[config.mk]
export PLATFORM = sky130hd
export DESIGN_NAME = iClassPred
export DESIGN_NICKNAME = d
export VERILOG_FILES = /design/src/logic/iClassPkg.sv /design/src/logic/classBus.sv /design/src/logic/classPipe.sv /design/src/logic/decodeClassify.sv /design/src/logic/fetchPredecode.sv /design/src/logic/iClassPred.sv
export SDC_FILE = /design/constraint.sdc
export NUM_CORES = 1
export LEC_CHECK = 0
export ABC_AREA = 1
export BUFFER_PORTS_ARGS = -buffer_cell sky130_fd_sc_hd__buf_2
export CAP_MARGIN = 0
export CORE_UTILIZATION = 40
export DETAILED_ROUTE_END_ITERATION = 10
export GPL_ROUTABILITY_DRIVEN = 0
export HOLD_SLACK_MARGIN = 0.05
export PLACE_DENSITY = 0.86
export SYNTH_ARGS = -nofsm -noshare
export SYNTH_HDL_FRONTEND = slang
export SYNTH_SLANG_ARGS = --single-unit
[constraint.sdc]
create_clock -name clk -period 2.02 [get_ports clk]
set_input_delay 0.404 -clock clk [delete_from_list [all_inputs] [get_ports clk]]
set_output_delay 0.404 -clock clk [all_outputs]
set_load 0.01 [all_outputs]
[src/logic/iClassPkg.sv]
/* Instruction class package
   Shared word and class types, opcode constants and the 32-bit class rules */
package iClassPkg;

  // Instruction word, raw fetch or decode form
  typedef logic [31:0] instr_t;
  // Class vector {call, return, jump, branch}
  typedef logic [3:0]  iClass_t;

  // Bit positions inside iClass_t
  localparam int clsCall   = 3;
  localparam int clsRet    = 2;
  localparam int clsJump   = 1;
  localparam int clsBranch = 0;

  // Full-width opcodes
  localparam logic [6:0] opcJal    = 7'h6F;
  localparam logic [6:0] opcJalr   = 7'h67;
  localparam logic [6:0] opcBranch = 7'h63;

  // Compressed opcodes as {bits 1:0, bits 15:13}
  localparam logic [4:0] cOpcJal        = 5'h09;
  localparam logic [4:0] cOpcJ          = 5'h0D;
  // C.JR / C.JALR share this, bit 12 picks the link form
  localparam logic [4:0] cOpcJrGroup    = 5'h14;
  // C.BEQZ at 0E, C.BNEZ at 0F, compared on the top 4 bits
  localparam logic [4:0] cOpcBranchPair = 5'h0E;

  // Link register match, hits x1 and x5
  localparam logic [4:0] linkMask  = 5'h1B;
  localparam logic [4:0] linkMatch = 5'h01;

  function automatic logic isLink(input logic [4:0] regIdx);
    return (regIdx & linkMask) == linkMatch;
  endfunction

  // Class of a 32-bit encoding
  function automatic iClass_t classify32(input instr_t instr);
    logic jump;
    logic branch;
    jump   = (instr[6:0] == opcJal) || (instr[6:0] == opcJalr);
    branch = instr[6:0] == opcBranch;
    // Return reads rs1, call writes rd
    return {jump & isLink(instr[11:7]), jump & isLink(instr[19:15]), jump, branch};
  endfunction

endpackage

[src/logic/classBus.sv]
/* Class bus
   D-stage class bits and class-mismatch flag between pipeline blocks */
`timescale 1ns/1ps

interface classBus;

  // Class bits, same meaning as iClass_t
  logic call;
  logic ret;
  logic jump;
  logic branch;
  // Predicted class differs from decoded class
  logic wrong;

  // Decode side
  modport sender (
    output call, ret, jump, branch, wrong
  );

  // Pipeline side
  modport receiver (
    input call, ret, jump, branch, wrong
  );

endinterface

[src/logic/classPipe.sv]
/* Class pipeline
   Carries the D-stage class through E, M and W with per-stage stall and flush */
`timescale 1ns/1ps

module classPipe
  import iClassPkg::*;
(
  input  logic      clk,
  input  logic      arstN,
  input  logic      stallE,
  input  logic      stallM,
  input  logic      stallW,
  input  logic      flushE,
  input  logic      flushM,
  input  logic      flushW,
  classBus.receiver dBus,
  output iClass_t   classE,
  output iClass_t   classM,
  output iClass_t   classW,
  output logic      classWrongE,
  output logic      classWrongM
);

  // Repack the bus into a class vector
  iClass_t classD;

  assign classD = {dBus.call, dBus.ret, dBus.jump, dBus.branch};

  ////////////////////////////////////////////////////////////
  // Execute register, class and wrong flag
  ////////////////////////////////////////////////////////////

  always_ff @(posedge clk or negedge arstN) begin
    if (!arstN) begin
      classE      <= '0;
      classWrongE <= 1'b0;
    end else if (!stallE) begin
      // Flush loads a bubble
      classE      <= flushE ? '0 : classD;
      classWrongE <= flushE ? 1'b0 : dBus.wrong;
    end
  end

  ////////////////////////////////////////////////////////////
  // Memory register, class and wrong flag
  ////////////////////////////////////////////////////////////

  always_ff @(posedge clk or negedge arstN) begin
    if (!arstN) begin
      classM      <= '0;
      classWrongM <= 1'b0;
    end else if (!stallM) begin
      classM      <= flushM ? '0 : classE;
      classWrongM <= flushM ? 1'b0 : classWrongE;
    end
  end

  ////////////////////////////////////////////////////////////
  // Writeback register, class only
  ////////////////////////////////////////////////////////////

  // Wrong flag is not needed past M
  always_ff @(posedge clk or negedge arstN) begin
    if (!arstN) begin
      classW <= '0;
    end else if (!stallW) begin
      classW <= flushW ? '0 : classM;
    end
  end

endmodule

[src/logic/decodeClassify.sv]
/* Decode classification
   Classes the decode instruction and checks it against the predicted class */
`timescale 1ns/1ps

module decodeClassify
  import iClassPkg::*;
(
  input  instr_t  instrD,
  input  iClass_t bpClassD,
  output logic    returnWrongD,
  classBus.sender dBus
);

  // Decoded class of the D-stage word
  iClass_t classD;
  // Per-bit disagreement with the prediction
  iClass_t diffD;

  ////////////////////////////////////////////////////////////
  // Classify
  ////////////////////////////////////////////////////////////

  // Same 32-bit rules as predecode; jump and branch come
  // straight from the opcode here
  assign classD = classify32(instrD);

  assign diffD = classD ^ bpClassD;

  ////////////////////////////////////////////////////////////
  // Drive the D-stage bundle
  ////////////////////////////////////////////////////////////

  assign dBus.call   = classD[clsCall];
  assign dBus.ret    = classD[clsRet];
  assign dBus.jump   = classD[clsJump];
  assign dBus.branch = classD[clsBranch];

  // Any class bit wrong
  assign dBus.wrong = |diffD;

  // Return mispredict gets its own flag for the return stack path
  assign returnWrongD = diffD[clsRet];

endmodule

[src/logic/fetchPredecode.sv]
/* Fetch predecode
   Partial decode of the raw fetch word into call, return, jump and branch,
   with the predicted class registered into Decode */
`timescale 1ns/1ps

module fetchPredecode
  import iClassPkg::*;
#(
  parameter bit cSupported = 1'b1,
  parameter int xlen       = 32
) (
  input  logic    clk,
  input  logic    arstN,
  input  logic    stallD,
  input  logic    flushD,
  input  instr_t  instrRawF,
  output iClass_t bpClassF,
  output iClass_t bpClassD
);

  ////////////////////////////////////////////////////////////
  // Full-width decode
  ////////////////////////////////////////////////////////////

  iClass_t fullClassF;
  iClass_t compClassF;

  assign fullClassF = classify32(instrRawF);

  ////////////////////////////////////////////////////////////
  // Compressed decode
  ////////////////////////////////////////////////////////////

  if (cSupported) begin : gCompressed
    logic [4:0] cOpcF;
    logic       rs2Zero;
    logic       rs1NonZero;
    logic       linkRs1;
    logic       cCall;
    logic       cJ;
    logic       cJr;
    logic       cJalr;
    logic       cJumpF;
    logic       cBranchF;

    assign cOpcF      = {instrRawF[1:0], instrRawF[15:13]};
    // C.JR / C.JALR need rs2 of zero and a real rs1
    assign rs2Zero    = instrRawF[6:2] == 5'b0;
    assign rs1NonZero = instrRawF[11:7] != 5'b0;
    assign linkRs1    = isLink(instrRawF[11:7]);

    // C.JAL only exists on RV32, it is C.ADDIW on RV64
    assign cCall = (cOpcF == cOpcJal) && (xlen == 32);
    assign cJ    = cOpcF == cOpcJ;
    assign cJr   = (cOpcF == cOpcJrGroup) && !instrRawF[12] && rs2Zero && rs1NonZero;
    assign cJalr = (cOpcF == cOpcJrGroup) && instrRawF[12] && rs2Zero && rs1NonZero;

    assign cJumpF   = cCall | cJ | cJr | cJalr;
    assign cBranchF = cOpcF[4:1] == cOpcBranchPair[4:1];

    // Return through a link reg, call when C.JALR links or C.JAL
    assign compClassF[clsCall]   = cCall | (cJalr & linkRs1);
    assign compClassF[clsRet]    = (cJr | cJalr) & linkRs1;
    assign compClassF[clsJump]   = cJumpF;
    assign compClassF[clsBranch] = cBranchF;
  end else begin : gNoCompressed
    assign compClassF = '0;
  end

  // Compressed words never end in 2'b11, so the two decodes never overlap
  assign bpClassF = fullClassF | compClassF;

  ////////////////////////////////////////////////////////////
  // F to D prediction register
  ////////////////////////////////////////////////////////////

  // Flush only takes effect when not stalled
  always_ff @(posedge clk or negedge arstN) begin
    if (!arstN) begin
      bpClassD <= '0;
    end else if (!stallD) begin
      if (flushD) begin
        bpClassD <= '0;
      end else begin
        bpClassD <= bpClassF;
      end
    end
  end

endmodule

[src/logic/iClassPred.sv]
/* Instruction class predictor
   Fetch predecode, decode check and class pipeline for a RISC-V fetch unit */
`timescale 1ns/1ps

module iClassPred
  import iClassPkg::*;
#(
  parameter bit cSupported = 1'b1,
  parameter int xlen       = 32
) (
  input  logic    clk,
  input  logic    arstN,
  input  logic    stallD,
  input  logic    stallE,
  input  logic    stallM,
  input  logic    stallW,
  input  logic    flushD,
  input  logic    flushE,
  input  logic    flushM,
  input  logic    flushW,
  input  instr_t  instrRawF,
  input  instr_t  instrD,
  output iClass_t bpClassF,
  output iClass_t classD,
  output iClass_t classE,
  output iClass_t classM,
  output iClass_t classW,
  output logic    returnWrongD,
  output logic    classWrongE,
  output logic    classWrongM
);

  // Registered prediction for the word now in Decode
  iClass_t bpClassD;

  // D-stage class bundle
  classBus dBusD ();

  // Input side, predicted class from the raw fetch word
  fetchPredecode #(
    .cSupported(cSupported),
    .xlen      (xlen)
  ) uFetchPredecode (
    .clk      (clk),
    .arstN    (arstN),
    .stallD   (stallD),
    .flushD   (flushD),
    .instrRawF(instrRawF),
    .bpClassF (bpClassF),
    .bpClassD (bpClassD)
  );

  // Decode check against the prediction
  decodeClassify uDecodeClassify (
    .instrD      (instrD),
    .bpClassD    (bpClassD),
    .returnWrongD(returnWrongD),
    .dBus        (dBusD.sender)
  );

  // Output side, E/M/W registers
  classPipe uClassPipe (
    .clk        (clk),
    .arstN      (arstN),
    .stallE     (stallE),
    .stallM     (stallM),
    .stallW     (stallW),
    .flushE     (flushE),
    .flushM     (flushM),
    .flushW     (flushW),
    .dBus       (dBusD.receiver),
    .classE     (classE),
    .classM     (classM),
    .classW     (classW),
    .classWrongE(classWrongE),
    .classWrongM(classWrongM)
  );

  assign classD = {dBusD.call, dBusD.ret, dBusD.jump, dBusD.branch};

endmodule

Word-level counts from Yosys, hierarchy flattened

Index checks and enable logic that the tools add are counted.

Equality and inequality tests: 14
Reductions and logical operators: 12
Bitwise gates (word level): 13
Mux-type cells: 6

Operators with widths:

| cell               | number |
|---|---|
| $eq 7x7->1 const B | 6 |
| $eq 4x1->1 const B | 4 |
| $mux 4             | 4 |
| $eq 5x4->1 const B | 2 |
| $and 1x1->1        | 6 |
| $logic_and 1x1->1  | 6 |
| $eq 5x5->1 const B | 1 |
| $logic_not 5->1    | 1 |
| $or 1x1->1         | 5 |
| $reduce_bool 5->1  | 1 |
| $eq 4x3->1 const B | 1 |
| $or 4x4->4         | 1 |
| $reduce_or 4->1    | 1 |
| $xor 4x4->4        | 1 |
| $logic_or 1x1->1   | 2 |
| $mux 1             | 2 |
| $logic_not 1->1    | 1 |

Word-level logic and storage cells: 51
Bits of input ports: 74
Output and inout port bits: 23
Register bits: 18

Depth between registers and ports, before layout

Depth in word-level cells: 8
Mapped depth: 10
Gate-level depth less buffers: 10

Hierarchy

Synthesis repeated with hierarchy kept, for this count alone.

Cell total of the unflattened synthesis: 161
Area, all modules: 1103.6 um^2

Modules (own cells, without submodules):

| module         | times used | cells each | area each (um^2) |
|---|---|---|---|
| classPipe      | 1          | 61         | 545.5 |
| fetchPredecode | 1          | 52         | 322.8 |
| decodeClassify | 1          | 44         | 205.2 |
| iClassPred     | 1          | 4          | 30.0 |

Worst setup path before layout

OpenSTA, ideal clock, no wires.

Kind: in2out
Start point: input instrRawF[2]
End point: output bpClassF[3]
Cell stages on the path: 5
Data arrival time: 1.037 ns
Data required time: 1.616 ns
Path buffers: 0
Slack: 0.579 ns
Cells stage by stage: nor2_1 -> nand3_1 -> nor2_1 -> nand2_1 -> o21ai_1

Cells in the longest elaborated chain, start to end: 6
Elaborated cells between the ends (all ways): 10

Ends and longest elaborated chain:

| item                            | line                 | source |
|---|---|---|
| start, declared                 | iClassPred.sv:21     | `input instr_t instrRawF,` |
| $logic_not 5->1                 | fetchPredecode.sv:48 | `assign rs2Zero = instrRawF[6:2] == 5'b0;` |
| $logic_and 1x1->1 (2 in series) | fetchPredecode.sv:56 | `assign cJalr = (cOpcF == cOpcJrGroup) && instrRawF[12] && rs2Zero && rs1NonZero;` |
| $and 1x1->1                     | fetchPredecode.sv:62 | `assign compClassF[clsCall] = cCall \| (cJalr & linkRs1);` |
| $or 1x1->1                      | fetchPredecode.sv:62 |  |
| $or 4x4->4 (*)                  | fetchPredecode.sv:71 | `assign bpClassF = fullClassF \| compClassF;` |
| end, declared                   | iClassPred.sv:23     | `output iClass_t bpClassF,` |

Every way passes the cells marked *; elsewhere a longest branch is shown, timed or not.

Worst setup path after layout

Start point: input instrRawF[10]
End point: output bpClassF[2]

Cells in the longest elaborated chain, start to end: 5
Elaborated cells between the ends (all ways): 7

Ends and longest elaborated chain:

| item                                 | line                                       | source |
|---|---|---|
| $reduce_bool 5->1                    | fetchPredecode.sv:49                       | `assign rs1NonZero = instrRawF[11:7] != 5'b0;` |
| $logic_and 1x1->1 (on tied branches) | fetchPredecode.sv:55, fetchPredecode.sv:56 |  |
| $or 1x1->1                           | fetchPredecode.sv:63                       | `assign compClassF[clsRet] = (cJr \| cJalr) & linkRs1;` |
| $and 1x1->1 (*)                      | fetchPredecode.sv:63                       |  |
| $or 4x4->4 (*)                       | fetchPredecode.sv:71                       |  |

Marks and branches as above.

==> flow_summary.toml <==
[run_status]
status = "complete, no violations"

[floorplanning]
coreArea_um2 = 2540
die_w_um = 54.5
die_y_um = 54.5
io_pins = 97
initial_core_util_pct = 43.4
die_area_um2 = 2970
rows = 18

[sta]
timing.setup.tns_ns = 0
fin_skew_ns = 0.00448
fin_crit_sh_pct = 83.2
fmax_ghz = 0.595
worst_pin_slew_ns = 0.401
slew_viol_final = 0
max-slew-margin-rel_pct = 73.3
fin_crit_ns = 1.68
finalHoldViolations = 0
grt_setup_unrepaired = "false"
setup_viol = 0

[synthesis]
synth_top_family_by_area = "simple AND/OR/NAND/NOR gates"
syn_nets = 227
synth_area_per_cell_um2 = 7.21
synthAdderAreaFrac_pct = 0
netlist_top_cells_area = "dfrtp_1, nand2_1, nand3_1"
synth_area_leader_cell = "dfrtp_1"
synth_xor_area_share_pct = 0
syn-cell-area_um2 = 1100
yosysMostFrequentCell = "nand2_1"
synthCells = 153
synth_simple_gate_area_share_pct = 42.6
ys_warn_count = 0
async_flop_share_pct = 100
ys_seq_area_share_pct = 40.8
synth-compound-area-share_pct = 6.01
dominantRegCellSynth = "dfrtp_1"
synthMuxAreaShare_pct = 0
synthTopCellsByCount = "nand2_1, inv_1, nand3_1, dfrtp_1, nor2_1"
synth.distinct_cells = 23
synth-seq-cells = 18
synth-edff-count = 0
synth.top_cell.area_share_pct = 40.8

[final_layout]
regArea_um2 = 450
area_growth_syn_to_layout_pct = 34.8
multi_input_area_um2 = 537
fin_util_pct = 58.5
fillers = 259
num_antenna_cells = 0
nNetsFinal = 295
layout-drive-gt1-share_pct = 35.5

[power]
p_int_uw = 522
comb_power_share_pct = 15.9
switching_share_pct = 25.0
p_sw_uw = 174
irDropWorstVdd_mv = 0.461
clkPwrFrac_pct = 31.6
power_frac_seq_pct = 52.6
powerDensity_nw_per_um2 = 468
p_leak_nw = 0.967

[cts]
h-tree-depth = 1
cts.sinks = 18
clock_path_buffers = 2
holdBufCountCts = 1
path_clk_slew_ns = 0.10
cts_buffers = 3
cts_tree = "built"
post_cts_buffers = 0
root_buffer = "clkbuf_4"
cts_resized = 0
clk_latency_ns = 0.29

[route]
vias_per_cell = 4.79
dr.pass1.iters = 4
dr.first_iter.drc_count = 17
avgRoutedWirePerCell_um = 10.0
drtAntennaViolNets = 0
vias = 1197
routed_wl_mm = 2.51
drc = 0

[worst_setup_path]
endpoint_kind = "output port"
critical_path_class = "primary input to output port"
max_stage_delay_ns = 0.33
critPathMaxFanout = 2
required_ns = 1.62
crit_chain = "buf_2 -> nor2_1 -> nand3_1 -> o31ai_1 -> buf_2"
start_kind = "primary input"
crit_top_cell = "buf_2"
arrival_ns = 1.28
cp_slowest_cell = "o31ai_1"
r2r_cells = 6

[job]
max_cap_viol_count = 0

[global_route]
grt_max_degree = 19
grt_pass1_wl_mm = 4.09
grt_overflow = 0
antenna_found_initial = 0
grt_pass1_vias = 1099
grt.total_usage_pct = 19.2

[place]
io_buffer_count = 66
dp_hpwl_mm = 2.15

[worst_hold_path]
hold_path_class = "primary input to flip-flop"
whs_path_depth = 3
-- area by class of cell --
type | instances | share of cell area [%]
flip-flops and latches | 18 | 30.3
clock buffers | 4 | 2.44
inverters | 23 | 5.80
multi-input cells | 108 | 36.1
repair buffers | 67 | 22.9
well taps | 30 | 2.52
-- final timing paths --
path                            slack, ns                                     from                                       to
worst max register to register       1.10  uFetchPredecode.bpClassD[1]$_DFFE_PN0N_       uClassPipe.classWrongE$_DFFE_PN0N_
worst min-delay path                 0.36                                   stallD  uFetchPredecode.bpClassD[3]$_DFFE_PN0N_
max in group asynchronous            1.17                                    arstN  uFetchPredecode.bpClassD[2]$_DFFE_PN0N_
min in group asynchronous            0.56                                    arstN         uClassPipe.classM[0]$_DFFE_PN0N_
worst min register to register       0.48         uClassPipe.classW[3]$_DFFE_PN0N_         uClassPipe.classW[3]$_DFFE_PN0N_
worst max-delay path                 0.34                            instrRawF[10]                              bpClassF[2]
-- critical path: cells and delay by family --
family	cells	cell delay, ns
and+or+nand+nor	2	0.25
AOI/OAI and AO/OA	1	0.33
buffers and inverters	2	0.30
-- flip-flops by register name (all words and copies together), names as in the netlist --
register                  cells
uClassPipe.classM             4
uClassPipe.classWrongE        1
uFetchPredecode.bpClassD      4
uClassPipe.classWrongM        1
uClassPipe.classE             4
uClassPipe.classW             4
-- cells in the final DEF (no fill, tap or decap) --
master / netlist / final
inv_1: 23 / 23
o31ai_1: 1 / 1
nor3_1: 1 / 1
a32o_1: 2 / 2
nand3_1: 19 / 19
clkbuf_8: 0 / 1
nand4_1: 3 / 3
o21ai_1: 1 / 1
dfrtp_1: 18 / 18
nand3_2: 1 / 1
a22o_1: 1 / 1
or2_1: 1 / 1
nand2_4: 1 / 1
nor2_8: 1 / 1
o21ai_0: 4 / 4
nor2_1: 13 / 13
nand2_2: 2 / 2
buf_2: 0 / 66
nand3b_1: 3 / 3
nor4_1: 1 / 1
nor2_2: 2 / 2
dlygate4sd3_1: 0 / 1
nand3_4: 1 / 1
nand2_1: 49 / 49
clkbuf_4: 0 / 3
a21oi_1: 1 / 1
-- power groups by stage --
stage | Sequential, mW | Clock, mW | Combinational, mW
detailed placement | 0.373 | 0 | 0.110
finish | 0.366 | 0.220 | 0.110
CTS | 0.366 | 0.227 | 0.112
global route | 0.366 | 0.243 | 0.126
global placement | 0.373 | 0 | 0.107
floorplan | 0.374 | 0 | 0.0400
-- per-layer routing --
| layer | global-route usage, % | share of wire, % | wire length, um | vias up |
|---|---|---|---|---|
| met1 | 17.3 | 37 | 928 | 529 |
| met3 | 6.39 | 8.0 | 201 | 2 |
| met4 | 3.85 | 0.56 | 14 | 0 |
| met2 | 40.0 | 54 | 1360 | 42 |
| li1 | - | - | - | 624 |
| met5 | 0 | 0 | 0 | - |
-- cell families (layout without fill, tap and decap cells) --
logic type / count (synthesis) / in the layout
AND/OR/NAND/NOR: 98 / 98
buffers and inverters: 27 / 94
AO/OA/AOI/OAI: 10 / 10
flip-flops: 18 / 18
-- metrics by stage --
step | instance area (um^2) | hold WS [ns] | setup WS (ns) | power (mW) | instances
after global routing | 1490 | 0.364 | 0.240 | 0.736 | 250
after CTS | 1490 | 0.354 | 0.335 | 0.705 | 250
after global placement | 1440 | 0.351 | 0.339 | 0.480 | 245
after detailed placement | 1440 | 0.355 | 0.346 | 0.483 | 245
final | 1490 | 0.358 | 0.340 | 0.696 | 250
after floorplan | 1100 | 0.108 | 0.579 | 0.414 | 153
Power figures use the tool's default switching activity.
